===== config.mk =====
export PLATFORM = sky130hd
export DESIGN_NAME = icache_ctrl
export DESIGN_NICKNAME = d
export VERILOG_FILES = /design/src/icache_pkg.sv /design/src/icache_ctrl.sv
export SDC_FILE = /design/constraint.sdc
export NUM_CORES = 1
export LEC_CHECK = 0
export CAP_MARGIN = 5
export CELL_PAD_IN_SITES_DETAIL_PLACEMENT = 1
export CELL_PAD_IN_SITES_GLOBAL_PLACEMENT = 1
export CORE_AREA = 5 5 451 453
export CTS_BUF_LIST = sky130_fd_sc_hd__clkbuf_8
export DETAILED_ROUTE_END_ITERATION = 6
export DIE_AREA = 0 0 456 458
export DONT_BUFFER_PORTS = 1
export GPL_TIMING_DRIVEN = 0
export PLACE_DENSITY = 0.3
export SYNTH_ARGS = -nofsm -noshare
export SYNTH_HDL_FRONTEND = slang
export SYNTH_SLANG_ARGS = --single-unit

===== constraint.sdc =====
create_clock -name clk -period 13.99 [get_ports clk]
set_input_delay 0.6995 -clock clk [delete_from_list [all_inputs] [get_ports clk]]
set_output_delay 0.6995 -clock clk [all_outputs]
set_load 0.005 [all_outputs]

===== src/icache_pkg.sv =====
package icache_pkg;

	// ==========================================================================
	// Cache geometry
	// ==========================================================================

	// Byte address width of the fetch port
	localparam int AWID = 32;
	// Four ways, each with 128 lines of 64 bytes
	localparam int WAYS = 4;
	localparam int LINES = 128;
	localparam int LINE_BITS = 512;
	localparam int WORD_BITS = 32;
	localparam int WORDS_PER_LINE = LINE_BITS / WORD_BITS;

	// Address split into line offset, index and tag
	localparam int OFS_BITS = 6;
	localparam int IDX_BITS = 7;
	localparam int BYTE_BITS = 2;
	localparam int WSEL_BITS = OFS_BITS - BYTE_BITS;
	// The tag is everything above the line offset, so it also covers the index bits
	localparam int TAG_BITS = AWID - OFS_BITS;
	localparam int WAY_BITS = $clog2(WAYS);

	// ==========================================================================
	// Types
	// ==========================================================================

	// Way number within a set
	typedef logic [WAY_BITS-1:0] way_t;

	// Controller states
	typedef enum logic [2:0] {
		IDLE,
		LOOKUP,
		CHECK,
		MISS_REQ,
		MISS_WAIT,
		FILL
	} icache_state_e;

	// Fetch byte address, bits 31 to 6 are the tag and bits 5 to 2 pick the word
	typedef struct packed {
		logic [TAG_BITS-1:0]  tag;
		logic [WSEL_BITS-1:0] wsel;
		logic [BYTE_BITS-1:0] ofs;
	} fetch_addr_t;

	// One line write into tag store, data store and replacement counters
	typedef struct packed {
		logic                 valid;
		way_t                 way;
		logic [IDX_BITS-1:0]  idx;
		logic [TAG_BITS-1:0]  tag;
		logic [LINE_BITS-1:0] data;
	} fill_t;

	// The set index sits in the low bits of the tag, address bits 12 to 6
	function automatic logic [IDX_BITS-1:0] line_idx(fetch_addr_t a);
		return a.tag[IDX_BITS-1:0];
	endfunction

endpackage


===== src/icache_ctrl.sv =====
module icache_ctrl import icache_pkg::*; (
	input  logic                 clk,
	input  logic                 rst,
	input  logic                 fetch_req,
	input  logic                 flush_in,
	input  logic [AWID-1:0]      fetch_addr,
	input  logic                 hit,
	input  way_t                 way,
	input  way_t                 victim,
	input  logic                 mem_ack,
	input  logic [LINE_BITS-1:0] mem_line,
	output fetch_addr_t          addr,
	output fill_t                fill,
	output logic                 flush,
	output logic                 mem_req,
	output logic [AWID-1:0]      mem_addr,
	output logic                 resp_valid,
	output logic                 busy,
	output way_t                 resp_way
);

	icache_state_e        state;
	icache_state_e        state_nxt;
	// Address of the request being served
	fetch_addr_t          addr_q;
	// Line returned by memory, held for the FILL cycle
	logic [LINE_BITS-1:0] line_q;
	logic                 busy_q;
	logic                 idle;
	logic                 accept;

	// ==========================================================================
	// Request acceptance
	// ==========================================================================

	// Busy stays high through the response cycle, so idle also covers it
	assign idle = (state == IDLE) && !busy_q;
	// Requests that arrive while busy are dropped
	assign accept = fetch_req && idle;
	// Flush is passed on only between requests
	assign flush = flush_in && idle;
	assign busy = busy_q;

	// The new address goes straight to the datapath in the accept cycle
	// That starts the tag compare one cycle early, so the hit is qualified by CHECK
	assign addr = accept ? fetch_addr_t'(fetch_addr) : addr_q;

	// ==========================================================================
	// State machine
	// ==========================================================================

	always_comb
	begin
		state_nxt = state;
		case (state)
			IDLE:      if (accept) state_nxt = LOOKUP;
			LOOKUP:    state_nxt = CHECK;
			CHECK:     state_nxt = hit ? IDLE : MISS_REQ;
			MISS_REQ:  state_nxt = MISS_WAIT;
			MISS_WAIT: if (mem_ack) state_nxt = FILL;
			// After the write the lookup runs again and now hits
			FILL:      state_nxt = LOOKUP;
			default:   state_nxt = IDLE;
		endcase
	end

	always_ff @(posedge clk)
	begin
		if (rst)
		begin
			state <= IDLE;
			busy_q <= 1'b0;
			resp_valid <= 1'b0;
		end
		else
		begin
			state <= state_nxt;
			// The response goes out in the cycle after a hitting CHECK
			resp_valid <= (state == CHECK) && hit;
			if (accept)
				busy_q <= 1'b1;
			else if (resp_valid)
				busy_q <= 1'b0;
		end
	end

	// Request address and returned line are payload only
	always_ff @(posedge clk)
	begin
		if (accept)
			addr_q <= fetch_addr_t'(fetch_addr);
		if (state == MISS_WAIT && mem_ack)
			line_q <= mem_line;
		// Way that hit, reported together with resp_valid
		if (state == CHECK)
			resp_way <= way;
	end

	// ==========================================================================
	// Miss handling
	// ==========================================================================

	// One memory request per miss, for the line-aligned address
	assign mem_req = (state == MISS_REQ);
	assign mem_addr = {addr_q.tag, {OFS_BITS{1'b0}}};

	// The fill goes into the way chosen by the round-robin counter of the set
	always_comb
	begin
		fill.valid = (state == FILL);
		fill.way = victim;
		fill.idx = line_idx(addr_q);
		fill.tag = addr_q.tag;
		fill.data = line_q;
	end

endmodule


==> flow_metrics.tcl <==
set metrics [dict create \
    hold_viol 0 \
    max_freq_mhz 308 \
    hold_buffers 549 \
    wirelength_um 126000 \
    rsz0062_at_grt "false" \
    hold_start "fetch_req" \
    syn_inst 680 \
    min_to "addr_q[2]" \
    cp_slowest_cell "mux2_4" \
    hold_ws_ns 0.422 \
    syn-cell-area_um2 17400 \
    hold_path_class "in -> reg" \
    synth-seq-cells 551 \
    gr-total-overflow 0 \
    max_cap_viol_count 0 \
    crit_required_ns 13.29 \
    nNetsFinal 1911 \
    cts_tree "yes" \
    cp_common_cell "buf_6" \
    layoutNonFillerInstCount 4197 \
    tightestPinTransition_ns 0.741 \
    antenna_found_initial 205 \
    wire_per_inst_um 30.0 \
    yosysUniqueCellTypes 23 \
    ctsResizeCount 0 \
    drt_first_pass_iters 5 \
    die_area_um2 209000 \
    num_vias 10876 \
    antenna_left 0 \
    status "finished, final reports clean" \
    drtIter0Drc 941 \
    cts_buffers 112 \
    drv_slew 0 \
    ios 1172 \
    r2r_end "line_q[424]" \
    synth_area_per_cell_um2 25.5 \
    drt_drc_violations_left 0 \
    clkLatencyLatePin_ns 0.85 \
    final_common_cell "dlygate4sd3_1" \
    path_clk_slew_ns 0.05 \
    min_period_over_period_pct 23.2 \
    start_kind "flop" \
    grt_first_pass_wirelength_um 150000 \
    cts.sinks 551 \
    ff2ff_path_depth 7 \
    timing.rr.start "state[0]" \
    die_w_um 456 \
    ir_drop_mv 0.0836 \
    num_rows 164 \
    clockBufferDepth 3 \
    die_y_um 458 \
    worstPathArrival_ns 2.55 \
    grt_pass1_vias 10818 \
    cts_setup_buffers 0 \
    via_per_inst 2.59 \
    cp_max_fo 10 \
    max_stage_delay_ns 0.36 \
    final_cell_mix "dlygate4sd3_1, edfxtp_1, clkbuf_8" \
    grt_max_degree 72 \
    start_util_pct 8.73 \
    root_buffer "clkbuf_8" \
    finClkSkew_ns 0.0580 \
    worstSetupPathType "reg -> out" \
    ys_warn_count 0 \
    port_buffers 0 \
    endpoint_kind "output port" \
    layout_min_cycle_time_ns 3.25 \
    setup_viol 0 \
    dp_hpwl_um 105000 \
    area_delta_synth_final_pct 68.3 \
    dp.cells 3350 \
    power-per-cell-area_nw_per_um2 155 \
    relSlewSlack_pct 50.6 \
    drive_above_1_share_pct 20.0 \
    grt_use_total_pct 11.4 \
    final_util_pct 14.7 \
    core-area_um2 199000 \
    place.gp.congestion 0.972 \
    tns_ns 0 \
    cp_cell_sequence "buf_6 -> nor4_4 -> nand2_2 -> buf_6 -> mux2_4" \
    cts_max_level 3 \
    reg2reg_slack_ns 10.84 \
    hold-path-cell-count 2 \
    synth_seq_area_share_pct 93.2 \
    p_leak_uw 0.00938 \
]
critical path, delay by kind of cell, from the launching register on:
kind	cells	cell delay, ns
multiplexers	1	0.36
flip-flops	1	0.30
buffers and inverters	2	0.41
AND/OR/NAND/NOR	2	0.59
final cells by class:
cell class | instances | area, um^2
Tap cell | 2656 | 3320
Antenna cell | 84 | 210
Fill cell | 22196 | 170000
Clock buffer | 121 | 1670
Sequential cell | 551 | 16200
Buffer | 72 | 553
Timing Repair Buffer | 558 | 5740
Clock inverter | 93 | 897
Inverter | 3 | 11.3
Multi-Input combinational cell | 59 | 636
stage by stage:
stage	cell area (um^2)	worst slack [ns]	total power, uW
3_3_place_gp	20700	-5.88	2470
4_1_cts	29000	10.52	4640
3_5_place_dp	20900	10.80	2430
6_report	29200	10.74	4520
2_1_floorplan	17400	0.694	2300
5_1_grt	29100	10.55	4740
worst max path at each step:
stage                        start  cells past startpoint  slack [ns]           to
final                     state[2]                      5       10.74     addr[21]
after global routing      state[2]                      5       10.55     addr[30]
after CTS                 state[2]                      5       10.52     addr[30]
after detailed placement   mem_ack                      5       10.80  line_q[424]
after global placement     mem_ack                      1       -5.88  line_q[357]
after floorplan            mem_ack                      1        0.69    line_q[0]
logic make-up (layout without fill, tap and decap cells):
group / after synthesis / count (layout) / synth area share (%)
DFF: 551 / 551 / 93.2
other: 1 / 90 / 0.0216
buffers and inverters: 75 / 847 / 3.25
muxes: 32 / 32 / 2.68
and+or+nand+nor: 14 / 14 / 0.562
AOI/OAI and AO/OA: 7 / 7 / 0.260
registers in the layout, indices dropped and copies added, names as in the netlist:
signal / cells
addr_q: 6
line_q: 512
fill: 26
resp_valid: 1
resp_way: 2
busy: 1
state: 3
power by group:
part           leakage, uW  internal, uW  switching, uW
combinational      0.00310           304            248
sequential         0.00493          1900            101
clock              0.00135          1110            855
synthesized netlist by cell type:
master,number,share of area (%)
nand2_1,1,0.022
inv_1,3,0.065
and3_1,2,0.072
mux2_4,28,2.4
nor4_4,1,0.12
and3b_1,1,0.050
nand2b_1,1,0.036
and2_1,1,0.036
o21ai_0,2,0.058
buf_6,4,0.26
nor3_1,3,0.087
nor3b_1,1,0.043
nor2_1,1,0.022
edfxtp_1,514,89
nand2_2,1,0.036
a221oi_2,1,0.087
or3_1,1,0.036
conb_1,1,0.022
a21oi_1,4,0.12
buf_4,67,2.9
buf_2,1,0.029
mux2_2,4,0.26
dfxtp_1,37,4.3
routing by layer:
metal	global-route usage [%]	up-vias	routed length, um
li1	-	4116	-
met1	13.4	5413	48400
met2	18.6	950	59500
met3	5.58	287	14300
met4	3.14	110	2970
met5	0	-	676
(Power assumes the default switching activity.)
