### config.mk
export PLATFORM = sky130hd
export DESIGN_NAME = icache_replace
export DESIGN_NICKNAME = d
export VERILOG_FILES = /design/src/icache_pkg.sv /design/src/icache_replace.sv
export SDC_FILE = /design/constraint.sdc
export NUM_CORES = 1
export LEC_CHECK = 0
export BUFFER_PORTS_ARGS = -buffer_cell sky130_fd_sc_hd__buf_2
export CAP_MARGIN = 15
export CELL_PAD_IN_SITES_DETAIL_PLACEMENT = 0
export CELL_PAD_IN_SITES_GLOBAL_PLACEMENT = 1
export CORE_AREA = 2 2 226 228
export CTS_CLUSTER_DIAMETER = 120
export CTS_CLUSTER_SIZE = 28
export DETAILED_ROUTE_END_ITERATION = 8
export DIE_AREA = 0 0 228 230
export PLACE_DENSITY = 0.73
export REMOVE_ABC_BUFFERS = 1
export SETUP_SLACK_MARGIN = 0.02
export SLEW_MARGIN = 5
export SYNTH_ARGS = -nofsm -noshare
export SYNTH_HDL_FRONTEND = slang
export SYNTH_SLANG_ARGS = --single-unit
### constraint.sdc
create_clock -name clk -period 2.6 [get_ports clk]
set_clock_uncertainty 0.2 [all_clocks]
set_input_delay 0.26 -clock clk [delete_from_list [all_inputs] [get_ports clk]]
set_output_delay 0.26 -clock clk [all_outputs]
set_load 0.005 [all_outputs]
### src/icache_pkg.sv
package icache_pkg;

	// ==========================================================================
	// Cache geometry
	// ==========================================================================

	// Byte address width of the fetch port
	localparam int AWID = 32;
	// Four ways, each with 128 lines of 64 bytes
	localparam int WAYS = 4;
	localparam int LINES = 128;
	localparam int LINE_BITS = 512;
	localparam int WORD_BITS = 32;
	localparam int WORDS_PER_LINE = LINE_BITS / WORD_BITS;

	// Address split into line offset, index and tag
	localparam int OFS_BITS = 6;
	localparam int IDX_BITS = 7;
	localparam int BYTE_BITS = 2;
	localparam int WSEL_BITS = OFS_BITS - BYTE_BITS;
	// The tag is everything above the line offset, so it also covers the index bits
	localparam int TAG_BITS = AWID - OFS_BITS;
	localparam int WAY_BITS = $clog2(WAYS);

	// ==========================================================================
	// Types
	// ==========================================================================

	// Way number within a set
	typedef logic [WAY_BITS-1:0] way_t;

	// Controller states
	typedef enum logic [2:0] {
		IDLE,
		LOOKUP,
		CHECK,
		MISS_REQ,
		MISS_WAIT,
		FILL
	} icache_state_e;

	// Fetch byte address, bits 31 to 6 are the tag and bits 5 to 2 pick the word
	typedef struct packed {
		logic [TAG_BITS-1:0]  tag;
		logic [WSEL_BITS-1:0] wsel;
		logic [BYTE_BITS-1:0] ofs;
	} fetch_addr_t;

	// One line write into tag store, data store and replacement counters
	typedef struct packed {
		logic                 valid;
		way_t                 way;
		logic [IDX_BITS-1:0]  idx;
		logic [TAG_BITS-1:0]  tag;
		logic [LINE_BITS-1:0] data;
	} fill_t;

	// The set index sits in the low bits of the tag, address bits 12 to 6
	function automatic logic [IDX_BITS-1:0] line_idx(fetch_addr_t a);
		return a.tag[IDX_BITS-1:0];
	endfunction

endpackage

### src/icache_replace.sv
module icache_replace import icache_pkg::*; (
	input  logic        clk,
	input  logic        rst,
	input  fetch_addr_t addr,
	input  fill_t       fill,
	output way_t        victim
);

	// ==========================================================================
	// Round-robin victim counters
	// ==========================================================================

	// One two-bit counter per set, pointing at the next way to replace
	way_t rr_q [LINES];

	// Counters start at way 0 after reset
	// A flush leaves them alone, so refills continue the rotation
	// On a fill the counter moves one past the way that was just written
	always_ff @(posedge clk)
	begin
		if (rst)
		begin
			for (int i = 0; i < LINES; i++)
				rr_q[i] <= '0;
		end
		else if (fill.valid)
		begin
			// Wraps from way 3 back to way 0
			rr_q[fill.idx] <= way_t'(fill.way + 1'b1);
		end
	end

	// The victim is the counter of the set being looked up
	assign victim = rr_q[line_idx(addr)];

endmodule

==> results.md, run 1 <==
* Final worst-path cycle share at 1.26
* Tot GR Track Use at 0.123
* GP Congestion at 0.833
* Slew @ Worst Pin at 0.675 ns
* Largest net degree at the start of global routing at 97
* Initial DRT Pass Iterations at 5
* DRT iter0 DRCs at 828
* Top Registers: rr_q: 256 flops
* Final cell count without fillers at 1656
* Worst hold path class: in2reg
* Clock-pin slew on the worst setup and hold paths at 0.11 ns
* Worst Slack Setup Final at -0.664 ns
* Total of max-cap violations at 0
* Crit path DAT at 2.80 ns
* Type of the worst setup path: reg2out
* Hold_sp: fill[540]
* Root Driver: clkbuf_16
* CTS Buffer Depth at 3
* Total gr overflow at 0
* Yosys top cell area share at 0.615
* Relative slew margins at 0.550
* PortBufs at 20
* Synth Area per Inst at 12.8 µm²
* CTS Buf Count at 13
* Vias at 8041
* CTS H-tree lvls at 1
* Area of the multi-input gates at 0.00445 mm²
* Max VDD drop at 291 µV
* Hold Path Sink: rr_q[47][0]
* Mapped cell area at 0.0125 mm²
* # nets final at 1567
* Static leakage at 4.67 nW
* Avg Vias per Cell at 4.86
* Failing checks: setup timing
* Cells after DPL at 1641
* Sequential cell area at 0.00769 mm²
* Seq/Total Area, Yosys at 0.615
* Post-synth ARST share at 0
* Area delta synth->final at 12.5%
* Remaining DRCs at 0
* Minimum clock period at 3.26 ns
* Area of the core at 0.0499 mm²
* Die ar. at 0.0524 mm²
* Largest Register: rr_q
* Fin. Hold Viols at 0
* Fillers at 5123
* Max reg flops at 256
* Global-route wire length before repair at 49.5 mm
* Row cnt at 82
* IO Count at 584
* Status: finished with violations
* Dominant synthesized flop cell: edfxtp_1
* Top cells by area, synth: edfxtp_1 62%, mux4_2 8.5%, nor2_1 8.1%
* Yosys top cell by area: edfxtp_1
* Final slew viol count at 0
* Layout cells sized above 1 at 0.185
* Hold-critical path depth at 3
* F_max at 306 MHz
* CP Capture Type: primary output
* Synth Instances at 979
* DP Wirelength at 22.1 mm
* Synth unique cells at 30
* Die Width at 228 µm
* Crit path launch type: register
* Diode count at 0
* EDFF count, synth at 256
* Number of routed nets with antenna violations at 0
* Commonest non-fill, non-tap cells in the layout: 269 x nor2_1, 256 x edfxtp_1, 80 x a21o_1, 66 x buf_4, 52 x mux4_2
* Syn. warnings at 0
* CTS Sinks at 256
* Vias in the first global route at 8265
* Yosys reg bits at 256
* DRT Wirelength at 32.8 mm
* Critical Path Fanout Max at 1
* Total power at 7.88 mW
* TritonCTS clock tree: built
* Die Ht at 230 µm
* RSZ-0062 raised after global routing: yes
* Initial Util at 0.251
* Most common cell after layout, fill and taps aside: nor2_1
* Setup violators final at 2
* Routed wire per std cell at 19.8 µm
* Initial antenna violation count at 0
* Setup slack at placement at -0.705 ns
* Pwr dens at 560 mW/mm²
* Worst EP required at 2.14 ns
[cells in the mapped netlist, drive strengths merged (2+ instances only)]
cell and n:
nor2b 5, or3 11, nor4 5, mux2i 32
mux4 56, mux2 8, buf 15, o22ai 8
nand2 29, a22oi 16, nor3 14, a21o 80
a21oi 8, edfxtp 256, or2 5, nand3 4
clkbuf 85, o21bai 40, or4 2, nor2 269
nand2b 26
[layout make-up]
| type | count | area share |
|---|---|---|
| Sequential cell | 256 | 0.547 |
| Inverter | 1 | 0.000267 |
| Timing Repair Buffer | 91 | 0.0518 |
| Clock inverter | 1 | 0.00214 |
| Tap cell | 672 | 0.0598 |
| Clock buffer | 13 | 0.0231 |
| Multi-Input combinational cell | 622 | 0.316 |
[routing by layer]
metal	GRT usage	vias to the layer above	wire length [µm]
met4	0.0280	0	813
li1	-	3564	-
met3	0.0185	52	1910
met1	0.157	4128	13700
met5	0	-	0
met2	0.218	297	16500
[report_power, final]
group	switching (mW)	internal [mW]
combinational	0.473	0.377
sequential	0.0683	4.73
clock	1.29	0.932
[cells by family (layout without fill, tap and decap cells)]
kind of cell | count (synthesis) | count (layout) | synth area share
AND/OR/NAND/NOR | 372 | 372 | 0.125
flip-flops | 256 | 256 | 0.615
AO/OA/AOI/OAI | 152 | 152 | 0.0889
buffers and inverters | 101 | 106 | 0.0333
multiplexers | 96 | 96 | 0.136
XOR/XNOR | 2 | 2 | 0.00140
[how the worst max path moves through the flow]
stage	start	to
2_1_floorplan	rr_q[3][0]	victim[0]
3_3_place_gp	addr[6]	victim[1]
3_5_place_dp	addr[6]	victim[1]
4_1_cts	rr_q[22][0]	victim[0]
5_1_grt	rr_q[85][0]	victim[0]
6_report	rr_q[55][0]	victim[0]
[critical path, stage by stage (launching register included)]
cell and delay (ns):
edfxtp_1 0.40, mux4_2 0.49, mux4_2 0.52, o22ai_2 0.13, nor3_1 0.07, or4_4 0.56, buf_6 0.14
[stage by stage]
step | cell area, µm² | setup TNS [ns] | utilization | hold slack, ns
floorplan | 12100 | 0 | - | 0.245
global placement | 13700 | -1.32 | 0.274 | 0.494
detailed placement | 13700 | -1.40 | 0.274 | 0.496
CTS | 14100 | -1.36 | 0.282 | 0.0811
global route | 14100 | -1.42 | 0.282 | 0.125
finish | 14100 | -1.32 | 0.282 | 0.0876
[timing repair]
| item | 4_1_cts | 5_1_grt |
|---|---|---|
| hold buffers | 1 | 0 |
| setup endpoints to repair | 2 | 2 |
| pin swaps | 5 | 3 |
| setup buffers | 0 | 0 |
| gates resized for setup | 12 | 4 |
| gates cloned | 0 | 0 |
| endpoints found under the hold margin | 2 | 0 |
(Power assumes the default switching activity.)
==> run 2: changes to the inputs <==
Settings changed: BUFFER_PORTS_ARGS -buffer_cell sky130_fd_sc_hd__buf_2 to default, CORE_AREA 2 2 226 228 to 2 2 230 232, DIE_AREA 0 0 228 230 to 0 0 232 234, DONT_BUFFER_PORTS from default to 1, PLACE_DENSITY 0.73 to 0.58, RECOVER_POWER from default to 100.
==> results.md, run 2 (synthesis results as in run 1) <==
* Status: finished with violations (unchanged)
* Failing checks: setup timing (unchanged)
* Gate power share at 0.091 (was 0.108)
* Minimum clock period at 3.18 ns (was 3.26 ns)
* CTS Sinks at 256 (unchanged)
* Setup TNS at -1.14 ns (was -1.32 ns)
* Tot GR Track Use at 0.129 (was 0.123)
* PortBufs at 0 (was 20)
* Max reg flops at 256 (unchanged)
* Vias in the first global route at 8098 (was 8265)
* Remaining DRCs at 0 (unchanged)
* Row cnt at 84 (was 82)
* Area of the core at 0.0520 mm² (was 0.0499 mm²)
* Die Width at 232 µm (was 228 µm)
* Worst Slack Setup Final at -0.576 ns (was -0.664 ns)
* IO Count at 584 (unchanged)
* Root Driver: clkbuf_16 (unchanged)
* Crit path launch type: register (unchanged)
* Pwr dens at 566 mW/mm² (was 560 mW/mm²)
* Clock share of power at 0.296 (was 0.283)
* Layout cells sized above 1 at 0.124 (was 0.185)
* Commonest non-fill, non-tap cells in the layout: 269 x nor2_1, 256 x edfxtp_1, 80 x a21o_1, 53 x mux4_2, 40 x o21bai_1 (was 269 x nor2_1, 256 x edfxtp_1, 80 x a21o_1, 66 x buf_4, 52 x mux4_2)
* CTS Buffer Depth at 3 (unchanged)
* Max VDD drop at 313 µV (was 291 µV)
* Slew @ Worst Pin at 1.25 ns (was 0.675 ns)
* Critical Path Fanout Max at 1 (unchanged)
* Sequential share of power at 0.613 (was 0.609)
* Area delta synth->final at 10.5% (was 12.5%)
* Vias at 7712 (was 8041)
* GP Congestion at 0.733 (was 0.833)
* Static leakage at 4.45 nW (was 4.67 nW)
* Die ar. at 0.0543 mm² (was 0.0524 mm²)
* Top Registers: rr_q: 256 flops (unchanged)
* Number of routed nets with antenna violations at 0 (unchanged)
* Global-route wire length before repair at 52.6 mm (was 49.5 mm)
* Worst EP required at 2.14 ns (about the same)
* Type of the worst setup path: reg2out (unchanged)
* Setup violators final at 2 (unchanged)
* F_max at 315 MHz (was 306 MHz)
* DP Wirelength at 22.0 mm (was 22.1 mm)
* CP Capture Type: primary output (unchanged)
* DRT iter0 DRCs at 626 (was 828)
* Crit path DAT at 2.72 ns (was 2.80 ns)
* Initial Util at 0.240 (was 0.251)
* Relative slew margins at 0.167 (was 0.550)
* Sw frac at 0.231 (was 0.233)
* Int Pwr at 6.01 mW (was 6.04 mW)
* Worst hold path class: in2reg (unchanged)
* Total gr overflow at 0 (unchanged)
* CTS Buf Count at 13 (unchanged)
* Most common cell after layout, fill and taps aside: nor2_1 (unchanged)
* Final worst-path cycle share at 1.22 (was 1.26)
* Largest net degree at the start of global routing at 116 (was 97)
* Hold-critical path depth at 2 (was 3)
* Hold_sp: fill[545] (was fill[540])
* Total of max-cap violations at 0 (unchanged)
* DRT Wirelength at 35.0 mm (was 32.8 mm)
* Routed wire per std cell at 21.3 µm (was 19.8 µm)
* Diode count at 0 (unchanged)
* # nets final at 1540 (was 1567)
* Clock-pin slew on the worst setup and hold paths at 0.11 ns (about the same)
* RSZ-0062 raised after global routing: yes (unchanged)
* Die Ht at 234 µm (was 230 µm)
* Hold Path Sink: rr_q[0][0] (was rr_q[47][0])
* Initial antenna violation count at 0 (unchanged)
* Post-CTS Setup Bufs at 0 (unchanged)
* Largest Register: rr_q (unchanged)
* Net Sw Power at 1.81 mW (was 1.84 mW)
* CTS H-tree lvls at 1 (unchanged)
* Worst hold margin at 0.0363 ns (was 0.0876 ns)
* Initial DRT Pass Iterations at 7 (was 5)
* Fin. Hold Viols at 0 (unchanged)
* Final slew viol count at 0 (unchanged)
* Avg Vias per Cell at 4.69 (was 4.86)
* TritonCTS clock tree: built (unchanged)
[run 2: cell types whose count changed in the layout (fill, tap and decap cells not counted), sizes merged]
| cell | delta |
|---|---|
| clkbuf | +28 |
| buf | -72 |
| dlygate4sd3 | +17 |
| inv | +1 |
[run 2: layout make-up]
type	count	area [µm²]
multi-input cells	622	4440
inverters	1	3.75
clock buffers	13	325
clock inverters	2	38.8
fillers	5387	38200
flip-flops and latches	256	7690
well taps	688	861
repair buffers	64	462
[run 2: timing repair]
| item | 4_1_cts | 5_1_grt |
|---|---|---|
| hold endpoints to repair | 280 | 0 |
| hold buffers | 19 | 0 |
| pin swaps | 5 | 1 |
| resized for setup | 13 | 4 |
| endpoints found under the setup margin | 2 | 2 |
[run 2: how the worst max path moves through the flow]
stage | slack (ns) | endpoint | cells after the start | startpoint
after floorplan | 0.17 | victim[0] | 5 | rr_q[3][0]
final | -0.58 | victim[0] | 6 | rr_q[101][0]
after CTS | -0.61 | victim[0] | 5 | rr_q[7][0]
after global routing | -0.65 | victim[0] | 5 | rr_q[7][0]
after global placement | -0.28 | victim[0] | 5 | addr[6]
after detailed placement | -0.28 | victim[1] | 5 | addr[6]
[run 2: layer usage]
| layer | global-route usage | routed length, µm | share of wire |
|---|---|---|---|
| met1 | 0.166 | 14900 | 0.43 |
| met5 | 0 | 0 | 0 |
| met2 | 0.229 | 17600 | 0.50 |
| met3 | 0.0169 | 1550 | 0.044 |
| met4 | 0.0359 | 949 | 0.027 |
[run 2: per-stage QoR]
stage	worst slack, ns	util	area (µm²)	std cells	power [mW]
finish	-0.576	0.266	13800	1646	7.82
global route	-0.650	0.266	13800	1646	8.05
CTS	-0.614	0.267	13900	1646	7.87
detailed placement	-0.276	0.256	13300	1612	5.53
global placement	-0.277	0.256	13300	1612	5.51
floorplan	0.174	-	12100	879	5.30
[run 2: power groups by stage]
stage / sequential (mW) / combinational (mW) / clock, mW
floorplan: 4.85 / 0.449 / 0
global placement: 4.88 / 0.637 / 0
detailed placement: 4.89 / 0.643 / 0
CTS: 4.79 / 0.721 / 2.36
global route: 4.81 / 0.765 / 2.47
finish: 4.79 / 0.713 / 2.31
[run 2: worst max-delay path, cell delays in order (launching register included)]
cell	delay, ns
edfxtp_1	0.40
mux4_2	0.53
mux4_2	0.49
o22ai_2	0.13
buf_4	0.14
nor3_1	0.04
or4_4	0.46
