$ cat src/icache_pkg.sv
package icache_pkg;

	// ==========================================================================
	// Cache geometry
	// ==========================================================================

	// Byte address width of the fetch port
	localparam int AWID = 32;
	// Four ways, each with 128 lines of 64 bytes
	localparam int WAYS = 4;
	localparam int LINES = 128;
	localparam int LINE_BITS = 512;
	localparam int WORD_BITS = 32;
	localparam int WORDS_PER_LINE = LINE_BITS / WORD_BITS;

	// Address split into line offset, index and tag
	localparam int OFS_BITS = 6;
	localparam int IDX_BITS = 7;
	localparam int BYTE_BITS = 2;
	localparam int WSEL_BITS = OFS_BITS - BYTE_BITS;
	// The tag is everything above the line offset, so it also covers the index bits
	localparam int TAG_BITS = AWID - OFS_BITS;
	localparam int WAY_BITS = $clog2(WAYS);

	// ==========================================================================
	// Types
	// ==========================================================================

	// Way number within a set
	typedef logic [WAY_BITS-1:0] way_t;

	// Controller states
	typedef enum logic [2:0] {
		IDLE,
		LOOKUP,
		CHECK,
		MISS_REQ,
		MISS_WAIT,
		FILL
	} icache_state_e;

	// Fetch byte address, bits 31 to 6 are the tag and bits 5 to 2 pick the word
	typedef struct packed {
		logic [TAG_BITS-1:0]  tag;
		logic [WSEL_BITS-1:0] wsel;
		logic [BYTE_BITS-1:0] ofs;
	} fetch_addr_t;

	// One line write into tag store, data store and replacement counters
	typedef struct packed {
		logic                 valid;
		way_t                 way;
		logic [IDX_BITS-1:0]  idx;
		logic [TAG_BITS-1:0]  tag;
		logic [LINE_BITS-1:0] data;
	} fill_t;

	// The set index sits in the low bits of the tag, address bits 12 to 6
	function automatic logic [IDX_BITS-1:0] line_idx(fetch_addr_t a);
		return a.tag[IDX_BITS-1:0];
	endfunction

endpackage

$ cat src/icache_hit_detect.sv
module icache_hit_detect import icache_pkg::*; (
	input  logic                clk,
	input  logic                rst,
	input  fetch_addr_t         addr,
	input  logic [TAG_BITS-1:0] way_tags [WAYS],
	input  logic [WAYS-1:0]     way_valid,
	output logic                hit,
	output way_t                way
);

	// Per-way compare result of the current cycle
	logic [WAYS-1:0] match;
	// Way selected in the previous cycle, held when nothing matches
	way_t            way_q;
	// Any-match flag of the previous cycle
	logic            match_q;

	// ==========================================================================
	// Tag compare
	// ==========================================================================

	// Each way compares its tag to the request tag
	// A line that is not valid can never match
	always_comb
	begin
		for (int w = 0; w < WAYS; w++)
			match[w] = way_valid[w] && (way_tags[w] == addr.tag);
	end

	// Way select, scanning upwards so the highest matching way wins
	// With no match the output keeps the last way that was selected
	always_comb
	begin
		way = way_q;
		for (int w = 0; w < WAYS; w++)
		begin
			if (match[w])
				way = way_t'(w);
		end
	end

	// ==========================================================================
	// Hit qualification
	// ==========================================================================

	// The hit flag needs a match in two consecutive cycles
	// A single cycle of match right after the address changes is not enough,
	// so a hit never comes from a tag that belonged to the previous address
	always_ff @(posedge clk)
	begin
		if (rst)
		begin
			way_q <= '0;
			match_q <= 1'b0;
			hit <= 1'b0;
		end
		else
		begin
			way_q <= way;
			match_q <= |match;
			hit <= match_q & (|match);
		end
	end

endmodule

$ cat config.mk
export PLATFORM = sky130hd
export DESIGN_NAME = icache_hit_detect
export DESIGN_NICKNAME = d
export VERILOG_FILES = /design/src/icache_pkg.sv /design/src/icache_hit_detect.sv
export SDC_FILE = /design/constraint.sdc
export NUM_CORES = 1
export LEC_CHECK = 0
export BUFFER_PORTS_ARGS = -buffer_cell sky130_fd_sc_hd__buf_2
export CAP_MARGIN = 10
export CELL_PAD_IN_SITES_DETAIL_PLACEMENT = 0
export CELL_PAD_IN_SITES_GLOBAL_PLACEMENT = 2
export CORE_MARGIN = 3
export CORE_UTILIZATION = 18
export DETAILED_ROUTE_END_ITERATION = 10
export GPL_ROUTABILITY_DRIVEN = 0
export PLACE_DENSITY = 0.85
export SYNTH_ARGS = -nofsm -noshare
export SYNTH_HDL_FRONTEND = slang
export SYNTH_SLANG_ARGS = --single-unit
$ cat constraint.sdc
create_clock -name clk -period 2.05 [get_ports clk]
set_input_delay 0 -clock clk [delete_from_list [all_inputs] [get_ports clk]]
set_output_delay 0 -clock clk [all_outputs]
set_load 0.02 [all_outputs]
==> summary.md, run 1 <==
| Metric | Value |
|---|---|
| Power share of the clock group | 22.7% |
| VDD IR max | 0.127 mV |
| Initial antenna violation count | 2 |
| Seq cells post-synth | 4 |
| Layout cells sized above 1 | between 40% and 50% |
| Status | complete, no violations |
| RSZ-0062 raised after global routing | no |
| Worst skew pair latency | 0.22 ns |
| Final Cycle Share | 86.1% |
| Setup crit start kind | primary input |
| Wire per inst | 17.3 um |
| Logic gate share of total power | roughly 66% |
| Critical path class | in -> out |
| Ports | 145 |
| Final worst slack | 0.285 ns |
| Diodes inserted | 0 |
| Via count | 1,950 |
| Leakage | approximately 1.1 nW |
| # fillers | 961 |
| Final Hold Viols | 0 |
| Setup bufs post-CTS | 0 |
| Starting Density | 18.6% |
| Slew headroom | 69.2% |
| DRT iter0 DRCs | 89 |
| DRT Wirelength | 7570 um |
| Pwr/cell area | between 200 and 300 mW/mm2 |
| Worst Tran Pin Value | approximately 0.46 ns |
| Min Hold Slack | 0.294 ns |
| First-pass GRT wire length | 11,300 um |
| Clk root buf | clkbuf_8 |
| Max-cap violation count | 0 |
| Post-Synthesis Cell Area | 0.00154 mm2 |
| Antenna viol nets, final | 0 |
| Drt first pass iters | 4 |
| Setup WS pre-CTS | ~0.24 ns |
| Clk_skew | 0.00627 ns |
| Die Area | 0.00967 mm2 |
| H-tree Lvls | 1 |
| Fin nets | 478 |
| Worst r2r src | way_q[0]$_SDFF_PP0_ |
| Sink of the worst hold path | way_q[0]$_SDFF_PP0_ |
| Fmax | 567 MHz |
| Clock Tree Buf Depth | 2 |
| Syn. warnings | 0 |
| Syn_nets | 338 |
| Hpwl dp | between 6000 and 7000 um |
| Core Region | around 0.0083 mm2 |
| Grt total ovfl | 0 |
| Required @ worst endpoint | 2.05 ns |
| Seq/Total Area, Yosys | 5.22% |
| Internal | 0.000439 W |
| Chip width | 98.4 um |
| Worst setup EP type | primary output |
| Post-layout minimum cycle time | 1.77 ns |
| WHS Path Cells | 5 |
| Post-synth cell types | 23 |
| WP buf/inv | 3 |
| Finished Layout Cells | about 440 |
| Die height | 98.4 um |
| Sequential share of power | 10.9% |
| Input/output buffers | 138 |
| Top FF cell, synth | dfxtp_1 |
| Worst path cell trace | buf_2, xnor2_1, nand4_1, nor4_1, buf_4, nand4_1, a221oi_1, nor2_1, buf_2 |
| Final Max Slew Viols | 0 |
| CTS tree | built |
| DRC violations left | 0 |
| # clock sinks | 4 |
| RR Endpoint | way_q[0]$_SDFF_PP0_ |
| Vias in the first global route | about 2.1k |
| HP Class | in -> reg |
| DR vias/cell | 4.44 |
| P_sw | 0.000281 W |
| Setup violators final | 0 |
| Avg Inst Size Synth | 7.83 um2 |
| Register area | between 80 and 90 um2 |
| Core Util, Final | 29.1% |
| Switch share | 39.1% |
| Synth-to-layout area growth | 56.6% |
| Crit path max-delay family | simple AND/OR/NAND/NOR gates |
| Setup slack, reg-to-reg | between 1 and 1.5 ns |
| EDFF count, synth | 0 |
| Overall Global Routing Usage | 15.2% |
| Final setup TNS | 0 ns |
| Largest net degree at the start of global routing | 5 |
| Multi-input gate area | about 0.0014 mm2 |
| Hold wc startpoint | way_tags[33] |
| R2R cell count | 2 |
| CP max-delay cell | a221oi_1 |
| Cells after Synth | 196 |
| Total CTS buffers | 3 |
| Max stage delay on crit path | roughly 0.45 ns |
| Cell Rows | 33 |
| CP Depth | 9 |
| Worst EP arrival | 1.77 ns |
| Fraction of registers with async set or reset after synthesis | 0% |
| Placed cell count | 435 |
| Post-CTS Resized | 0 |
| CTS clk-pin slew, worst paths | ~0.030 ns |
| Worst Path Max Fanout | 4 |
-- registers in the layout, indices dropped and copies added, names as in the netlist --
register  count
hit           1
match_q       1
way_q         2
-- worst register-to-register path, stage by stage, from the launching register on --
cell      delay (ns)
dfxtp_1         0.29
a221oi_1        0.37
nor3_2          0.07
-- logic make-up (layout without fill, tap and decap cells) --
family | after synthesis | after routing | share of synthesized area (%)
simple gates | 78 | 78 | 32.0
flops | 4 | 4 | 5.22
compound gates | 3 | 3 | 1.71
xor+xnor | 104 | 104 | 59.3
buf+inv | 7 | 145 | 1.71
-- synthesized netlist by cell type, types with 3 or more instances --
master	number	share of area, %
dfxtp_1	4	5.2
xor2_1	39	22
nor3_1	4	1.3
clkbuf_1	7	1.7
nor4_1	11	4.5
xnor2_1	65	37
and3b_1	5	2.9
nand4_1	33	13
nor2_1	12	2.9
or4_1	3	1.5
-- how the worst max path moves through the flow --
stage             start                  end
6_report       addr[27]               way[0]
5_1_grt        addr[30]               way[0]
4_1_cts        addr[27]               way[0]
3_5_place_dp   addr[27]               way[0]
3_3_place_gp   addr[29]               way[0]
2_1_floorplan  addr[26]  way_q[0]$_SDFF_PP0_
-- placed cells by master (no fill, tap or decap), types with 3 or more instances in the layout --
cell type,count
and3b_1,5
buf_2,138
buf_4,3
clkbuf_8,3
dfxtp_1,4
nand4_1,33
nor2_1,12
nor3_1,4
nor4_1,11
or4_1,3
xnor2_1,65
xor2_1,39
-- per-layer routing --
metal	up-vias	share of wire [%]	global-route usage [%]
met5	-	0.36	0
met4	4	0.20	0.630
met3	6	11	4.36
met2	109	46	25.7
met1	852	43	20.1
li1	979	-	-
-- stage by stage --
stage          power [W]  instance area (um2)
2_1_floorplan   0.000317                 1540
3_3_place_gp    0.000554                 2350
3_5_place_dp    0.000559                 2350
4_1_cts         0.000731                 2400
5_1_grt         0.000785                 2400
6_report        0.000720                 2400
-- power groups by stage --
stage | logic [W] | registers (W) | clock network (W)
2_1_floorplan | 0.000237 | 0.0000794 | 0
3_3_place_gp | 0.000475 | 0.0000794 | 0
3_5_place_dp | 0.000480 | 0.0000794 | 0
4_1_cts | 0.000484 | 0.0000784 | 0.000169
5_1_grt | 0.000530 | 0.0000784 | 0.000176
6_report | 0.000478 | 0.0000784 | 0.000163
-- what timing repair did --
| item | 4_1_cts | 5_1_grt |
|---|---|---|
| endpoints found under the setup margin | 0 | 0 |
| hold endpoints to repair | 2 | 0 |
| hold buffers | 1 | 0 |
-- cell type report --
cell class,count,share of cell area [%]
repair buffers,142,30.1
flip-flops and latches,4,3.33
clock buffers,3,1.72
well taps,105,5.46
multi-input cells,185,59.4
Power figures use the tool's default switching activity.
==> run 2, diff against run 1 <==
==> constraint.sdc (replaced) <==
create_clock -name clk -period 2.05 [get_ports clk]
set_input_delay 0 -clock clk [delete_from_list [all_inputs] [get_ports clk]]
set_output_delay 0 -clock clk [all_outputs]
set_load 0.05 [all_outputs]
==> run 2 against run 1 <==
  * Maximum frequency decreased by 8.2%
  * Worst setup slack got worse by 0.16 ns
  * Sequential cell count unchanged
  * Sequential power about the same
  * Routed wire length decreased by 0.17%
  * Sequential share of layout area about the same
  * Count of clock-buffer cells in the layout unchanged
  * Clock power increased by 4%
  * Via count decreased by 2.1%
  * Register-to-register slack about the same
  * Power increased by 0.85%
  * First-iteration DRC count decreased by 24%
  * Critical path type unchanged
  * Highest routed layer is now met4
==> summary.md, run 2 (same netlist as run 1, synthesis figures left out) <==
| Metric | Value |
|---|---|
| Final Cycle Share | 93.8% (+7.7 points) |
| Wire per inst | 17.1 um (-0.62%) |
| Setup bufs post-CTS | 0 (unchanged) |
| Starting Density | 18.6% (unchanged) |
| Final Hold Viols | 0 (unchanged) |
| Top flop regs | way_q: 2 flops, hit: 1 flops, match_q: 1 flops |
| Worst setup EP type | primary output |
| First-pass GRT wire length | 11,300 um (-0.42%) |
| H-tree Lvls | 1 (unchanged) |
| Post-layout minimum cycle time | 1.92 ns (+0.158 ns) |
| Post-DP Area | 0.00237 mm2 (+0.64%) |
| Pwr/cell area | 300 mW/mm2 (+0.23%) |
| Required @ worst endpoint | 2.05 ns (about the same) |
| Clk_skew | 0.00675 ns (+0.000479 ns) |
| Synth-to-layout area growth | 57.6% |
| Worst skew pair latency | 0.22 ns (about the same) |
| Number of flip-flops in the largest register | 2 (unchanged) |
| Commonest non-fill, non-tap cell in the layout | buf_2 |
| Max-cap violation count | 0 (unchanged) |
| Worst Path Max Fanout | 4 (unchanged) |
| Diodes inserted | 0 (unchanged) |
| VDD IR max | 0.111 mV (-12%) |
| Setup slack, reg-to-reg | 1.18 ns (about the same) |
| CTS tree | built |
| Leakage | 1.06 nW (+0.91%) |
| DRT iter0 DRCs | 68 (-24%) |
| Layout Cell Area excl Fill | 0.00242 mm2 (+0.62%) |
| Worst EP arrival | 1.92 ns (+0.15 ns) |
| Crit path max-delay family | simple AND/OR/NAND/NOR gates |
| Total CTS buffers | 3 (unchanged) |
| Most frequent cells in the layout | buf_2 (138), xnor2_1 (65), xor2_1 (39), nand4_1 (33), nor2_1 (12) |
| Max Used Layer | met4 |
| Vias in the first global route | 2,112 (-0.89%) |
| Final Max Slew Viols | 0 (unchanged) |
| Overall Global Routing Usage | 15.3% (+0.16 points) |
| Hold buffer count at cts | 1 (unchanged) |
| Fmax | 520 MHz (-8.2%) |
| Drt first pass iters | 4 (unchanged) |
| CP max-delay cell | nor4_1 |
| Via count | 1,909 (-2.1%) |
| Ports | 145 (unchanged) |
| Layout cells sized above 1 | 44.9% (+0.33 points) |
| Setup WS pre-CTS | 0.167 ns (-0.0685 ns) |
| WL met1 | 3300 um (+0.98%) |
| Worst Tran Pin Value | 0.471 ns (+0.0136 ns) |
| Post-CTS Resized | 0 (unchanged) |
| Slew headroom | 68.3% (-0.92 points) |
| Final worst slack | 0.127 ns (-0.158 ns) |
| Largest Register | way_q |
| Core Region | 0.00826 mm2 (unchanged) |
| HP Class | in -> reg |
| Worst path cell trace | buf_2, xnor2_1, nand4_1, nor4_1, buf_4, and4_4, a221oi_1, nor2_1, buf_2 |
| Clk root buf | clkbuf_8 |
| Die Area | 0.00967 mm2 (unchanged) |
| Crit path top cell by count | buf_2 |
| Setup violators final | 0 (unchanged) |
| Hpwl dp | 6810 um (-0.21%) |
| Min Hold Slack | 0.272 ns (-0.0224 ns) |
| DR WL met3 | 684 um (-14%) |
| Input/output buffers | 138 (unchanged) |
| CTS clk-pin slew, worst paths | 0.03 ns (about the same) |
| Clock Tree Buf Depth | 2 (unchanged) |
| Max stage delay on crit path | 0.42 ns (-0.03 ns) |
| Critical path class | in -> out |
| Fin nets | 480 (+0.42%) |
| Die height | 98.4 um (unchanged) |
| DRT Wirelength | 7560 um (-0.17%) |
| Antenna viol nets, final | 0 (unchanged) |
| RSZ-0062 raised after global routing | no |
| Status | complete, no violations |
| Chip width | 98.4 um (unchanged) |
| Grt total ovfl | 0 (unchanged) |
| DR vias/cell | 4.33 (-2.5%) |
| Final setup TNS | 0 ns (unchanged) |
| Initial antenna violation count | 0 (-2) |
| Cell Rows | 33 (unchanged) |
| Setup crit start kind | primary input |
| WP buf/inv | 3 (unchanged) |
| Met2 WL | 3550 um (+2.6%) |
| Largest net degree at the start of global routing | 5 (unchanged) |
| DRC violations left | 0 (unchanged) |
| # clock sinks | 4 (unchanged) |
-- run 2: cell count changes in the layout (fill, tap and decap cells not counted) --
cell,before,now
buf_4,3,5
-- run 2: through the flow --
step,utilization (%),power [W],cells
global route,29.3,0.000789,441
floorplan,-,0.000317,196
detailed placement,28.7,0.000560,437
global placement,28.7,0.000555,437
CTS,29.3,0.000735,441
finish,29.3,0.000726,441
-- run 2: path summary, 6_finish.rpt --
path | start | endpoint | depth (start not counted)
worst min register to register | match_q$_SDFF_PP0_ | hit$_SDFF_PP0_ | 1
worst min-delay path | way_tags[33] | way_q[0]$_SDFF_PP0_ | 5
worst max register to register | way_q[0]$_SDFF_PP0_ | way_q[0]$_SDFF_PP0_ | 2
worst max-delay path | addr[30] | way[0] | 9
-- run 2: tightest hold or removal path: stages --
cell     delay, ns
buf_2         0.08
xnor2_1       0.09
nand4_1       0.12
nor2_1        0.07
nor3_2        0.09
-- run 2: report_power, final --
part            total, W     switching (W)  internal [W]
Combinational   0.000478          0.000243      0.000235
Clock           0.000170         0.0000442      0.000125
Sequential     0.0000784  0.00000000000114     0.0000784
-- run 2: layer usage --
metal | vias up | track usage [%]
met2 | 96 | 26.2
met1 | 830 | 20.5
met5 | - | 0
met4 | 0 | 1.26
met3 | 2 | 3.43
li1 | 981 | -
-- run 2: cell type report --
type                    count  area, um2
repair buffers            144        738
multi-input cells         185       1430
clock buffers               3       41.3
flip-flops and latches      4       80.1
well taps                 105        131
fillers                   946       5840
==> run 3, diff against run 2 <==
Settings changed: CELL_PAD_IN_SITES_DETAIL_PLACEMENT 0 to default, CELL_PAD_IN_SITES_GLOBAL_PLACEMENT 2 to default, CORE_UTILIZATION 18 to 25, PLACE_DENSITY 0.85 to 0.6.
==> run 3 against run 2 <==
  * Clock skew down 0.0067 ns
  * Cell count down 8.2%
  * Sequential power about the same
  * Sequential cell count unchanged
  * Largest power group unchanged
  * Critical path depth down 1
  * Count of clock-buffer cells in the layout unchanged
  * Global-route usage up 3.1 points
  * Routed wire length down 11%
  * Core utilization up 12 points
  * Non-clock buffer count down 3
==> summary.md, run 3 (same netlist as run 1, synthesis figures left out) <==
| Metric | Value |
|---|---|
| Max-cap violation count | 0 (unchanged) |
| Setup slack, reg-to-reg | 1.17 ns (about the same) |
| Drt first pass iters | 4 (unchanged) |
| Max stage delay on crit path | 0.46 ns (+0.04 ns) |
| Via count | 1,934 (+1.3%) |
| Setup crit start kind | primary input |
| Final Hold Viols | 0 (unchanged) |
| Setup WS pre-CTS | 0.169 ns (+0.00187 ns) |
| H-tree Lvls | 1 (unchanged) |
| Worst skew pair latency | 0.21 ns (about the same) |
| Commonest non-fill, non-tap cell in the layout | buf_2 |
| Hold buffer count at cts | 1 (unchanged) |
| DRT Wirelength | 6730 um (-11%) |
| WL met1 | 2750 um (-17%) |
| HP Class | in -> reg |
| Status | complete, no violations |
| Initial antenna violation count | 1 (+1) |
| CTS clk-pin slew, worst paths | 0.03 ns (about the same) |
| Layout cells sized above 1 | 44.4% (-0.50 points) |
| Setup bufs post-CTS | 0 (unchanged) |
| DR WL met3 | 725 um (+6.0%) |
| Diodes inserted | 0 (unchanged) |
| Hpwl dp | 6090 um (-11%) |
| Input/output buffers | 138 (unchanged) |
| CP max-delay cell | a221oi_1 |
| Pwr/cell area | 302 mW/mm2 (+0.73%) |
| Antenna viol nets, final | 0 (unchanged) |
| Clock Tree Buf Depth | 2 (unchanged) |
| Ports | 145 (unchanged) |
| Final Max Slew Viols | 0 (unchanged) |
| Post-layout minimum cycle time | 1.84 ns (-0.0843 ns) |
| First-pass GRT wire length | 10,300 um (-8.3%) |
| Core Region | 0.00571 mm2 (-31%) |
| Clk root buf | clkbuf_8 |
| Worst EP arrival | 1.84 ns (-0.08 ns) |
| Setup violators final | 0 (unchanged) |
| WP buf/inv | 2 (-1) |
| DRC violations left | 0 (unchanged) |
| Final Cycle Share | 89.7% (-4.1 points) |
| Worst Path Max Fanout | 4 (unchanged) |
| Largest Register | way_q |
| DRT iter0 DRCs | 75 (+10%) |
| CTS tree | built |
| DR vias/cell | 4.78 (+10%) |
| Slew headroom | 62.3% (-6.0 points) |
| Cell Rows | 27 (-18%) |
| Final worst slack | 0.211 ns (+0.0843 ns) |
| Worst setup EP type | primary output |
| Max Used Layer | met5 |
| Die Area | 0.00712 mm2 (-26%) |
| Worst path cell trace | buf_2, xnor2_1, nand4_1, nor4_1, nand4_1, a221oi_1, nor2_1, buf_2 |
| Required @ worst endpoint | 2.05 ns (about the same) |
| Total CTS buffers | 3 (unchanged) |
| Post-CTS Resized | 0 (unchanged) |
| Largest net degree at the start of global routing | 5 (unchanged) |
| Number of flip-flops in the largest register | 2 (unchanged) |
| Crit path max-delay family | simple AND/OR/NAND/NOR gates |
| Die height | 84.4 um (-14%) |
| # clock sinks | 4 (unchanged) |
| Chip width | 84.4 um (-14%) |
| Most frequent cells in the layout | buf_2 (138), xnor2_1 (65), xor2_1 (39), nand4_1 (33), nor2_1 (12) |
| VDD IR max | 0.170 mV (+53%) |
| Leakage | 1.05 nW (-1.5%) |
| Starting Density | 26.9% (+8.3 points) |
| Fin nets | 477 (-0.63%) |
| Final setup TNS | 0 ns (unchanged) |
| Wire per inst | 16.6 um (-3.1%) |
| Grt total ovfl | 0 (unchanged) |
| Vias in the first global route | 1,962 (-7.1%) |
| RSZ-0062 raised after global routing | no |
| Worst Tran Pin Value | 0.560 ns (+0.0889 ns) |
| Met2 WL | 3200 um (-9.8%) |
| Clk_skew | 0.00000326 ns (-0.00675 ns) |
| Overall Global Routing Usage | 18.4% (+3.1 points) |
| Critical path class | in -> out |
| Fmax | 544 MHz (+4.6%) |
| Synth-to-layout area growth | 53.5% |
| Top flop regs | way_q: 2 flops, hit: 1 flops, match_q: 1 flops |
run 3: worst paths after layout:
path | start | to | cells past startpoint
worst max-delay path | addr[9] | way[0] | 8
worst min-delay path | way_valid[2] | match_q$_SDFF_PP0_ | 5
worst max register to register | way_q[0]$_SDFF_PP0_ | way_q[0]$_SDFF_PP0_ | 2
worst min register to register | match_q$_SDFF_PP0_ | hit$_SDFF_PP0_ | 1
run 3: power by group:
group / leakage [nW] / total, W / internal [W] / switching (W)
clock network: 0.0216 / 0.000162 / 0.000125 / 0.0000374
registers: 0.0322 / 0.0000784 / 0.0000784 / 0.00000000000106
logic: 0.995 / 0.000472 / 0.000236 / 0.000235
run 3: per-stage QoR:
stage / area (um2) / util [%] / instances / hold slack (ns) / total power (W)
floorplan: 1540 / - / 196 / 0.0624 / 0.000317
global placement: 2300 / 40.4 / 401 / 0.205 / 0.000545
detailed placement: 2300 / 40.4 / 401 / 0.206 / 0.000551
CTS: 2360 / 41.3 / 405 / 0.289 / 0.000720
global route: 2360 / 41.3 / 405 / 0.335 / 0.000777
finish: 2360 / 41.3 / 405 / 0.296 / 0.000712
run 3: worst register-to-register path: cells and delay by family, from the launching register on:
kind | cells | cell delay [ns]
AOI/OAI and AO/OA | 1 | 0.38
DFF | 1 | 0.29
and+or+nand+nor | 1 | 0.08
run 3: routing by layer:
metal | global-route usage, % | vias up
met5 | 0 | -
met4 | 2.59 | 2
met3 | 4.51 | 4
met2 | 32.1 | 106
met1 | 23.5 | 842
li1 | - | 980
run 3: final cells by class:
| cell class | instances | area, um2 |
|---|---|---|
| well taps | 72 | 90.1 |
| multi-input cells | 185 | 1430 |
| repair buffers | 141 | 716 |
| flip-flops and latches | 4 | 80.1 |
| clock buffers | 3 | 41.3 |
| fillers | 608 | 3350 |
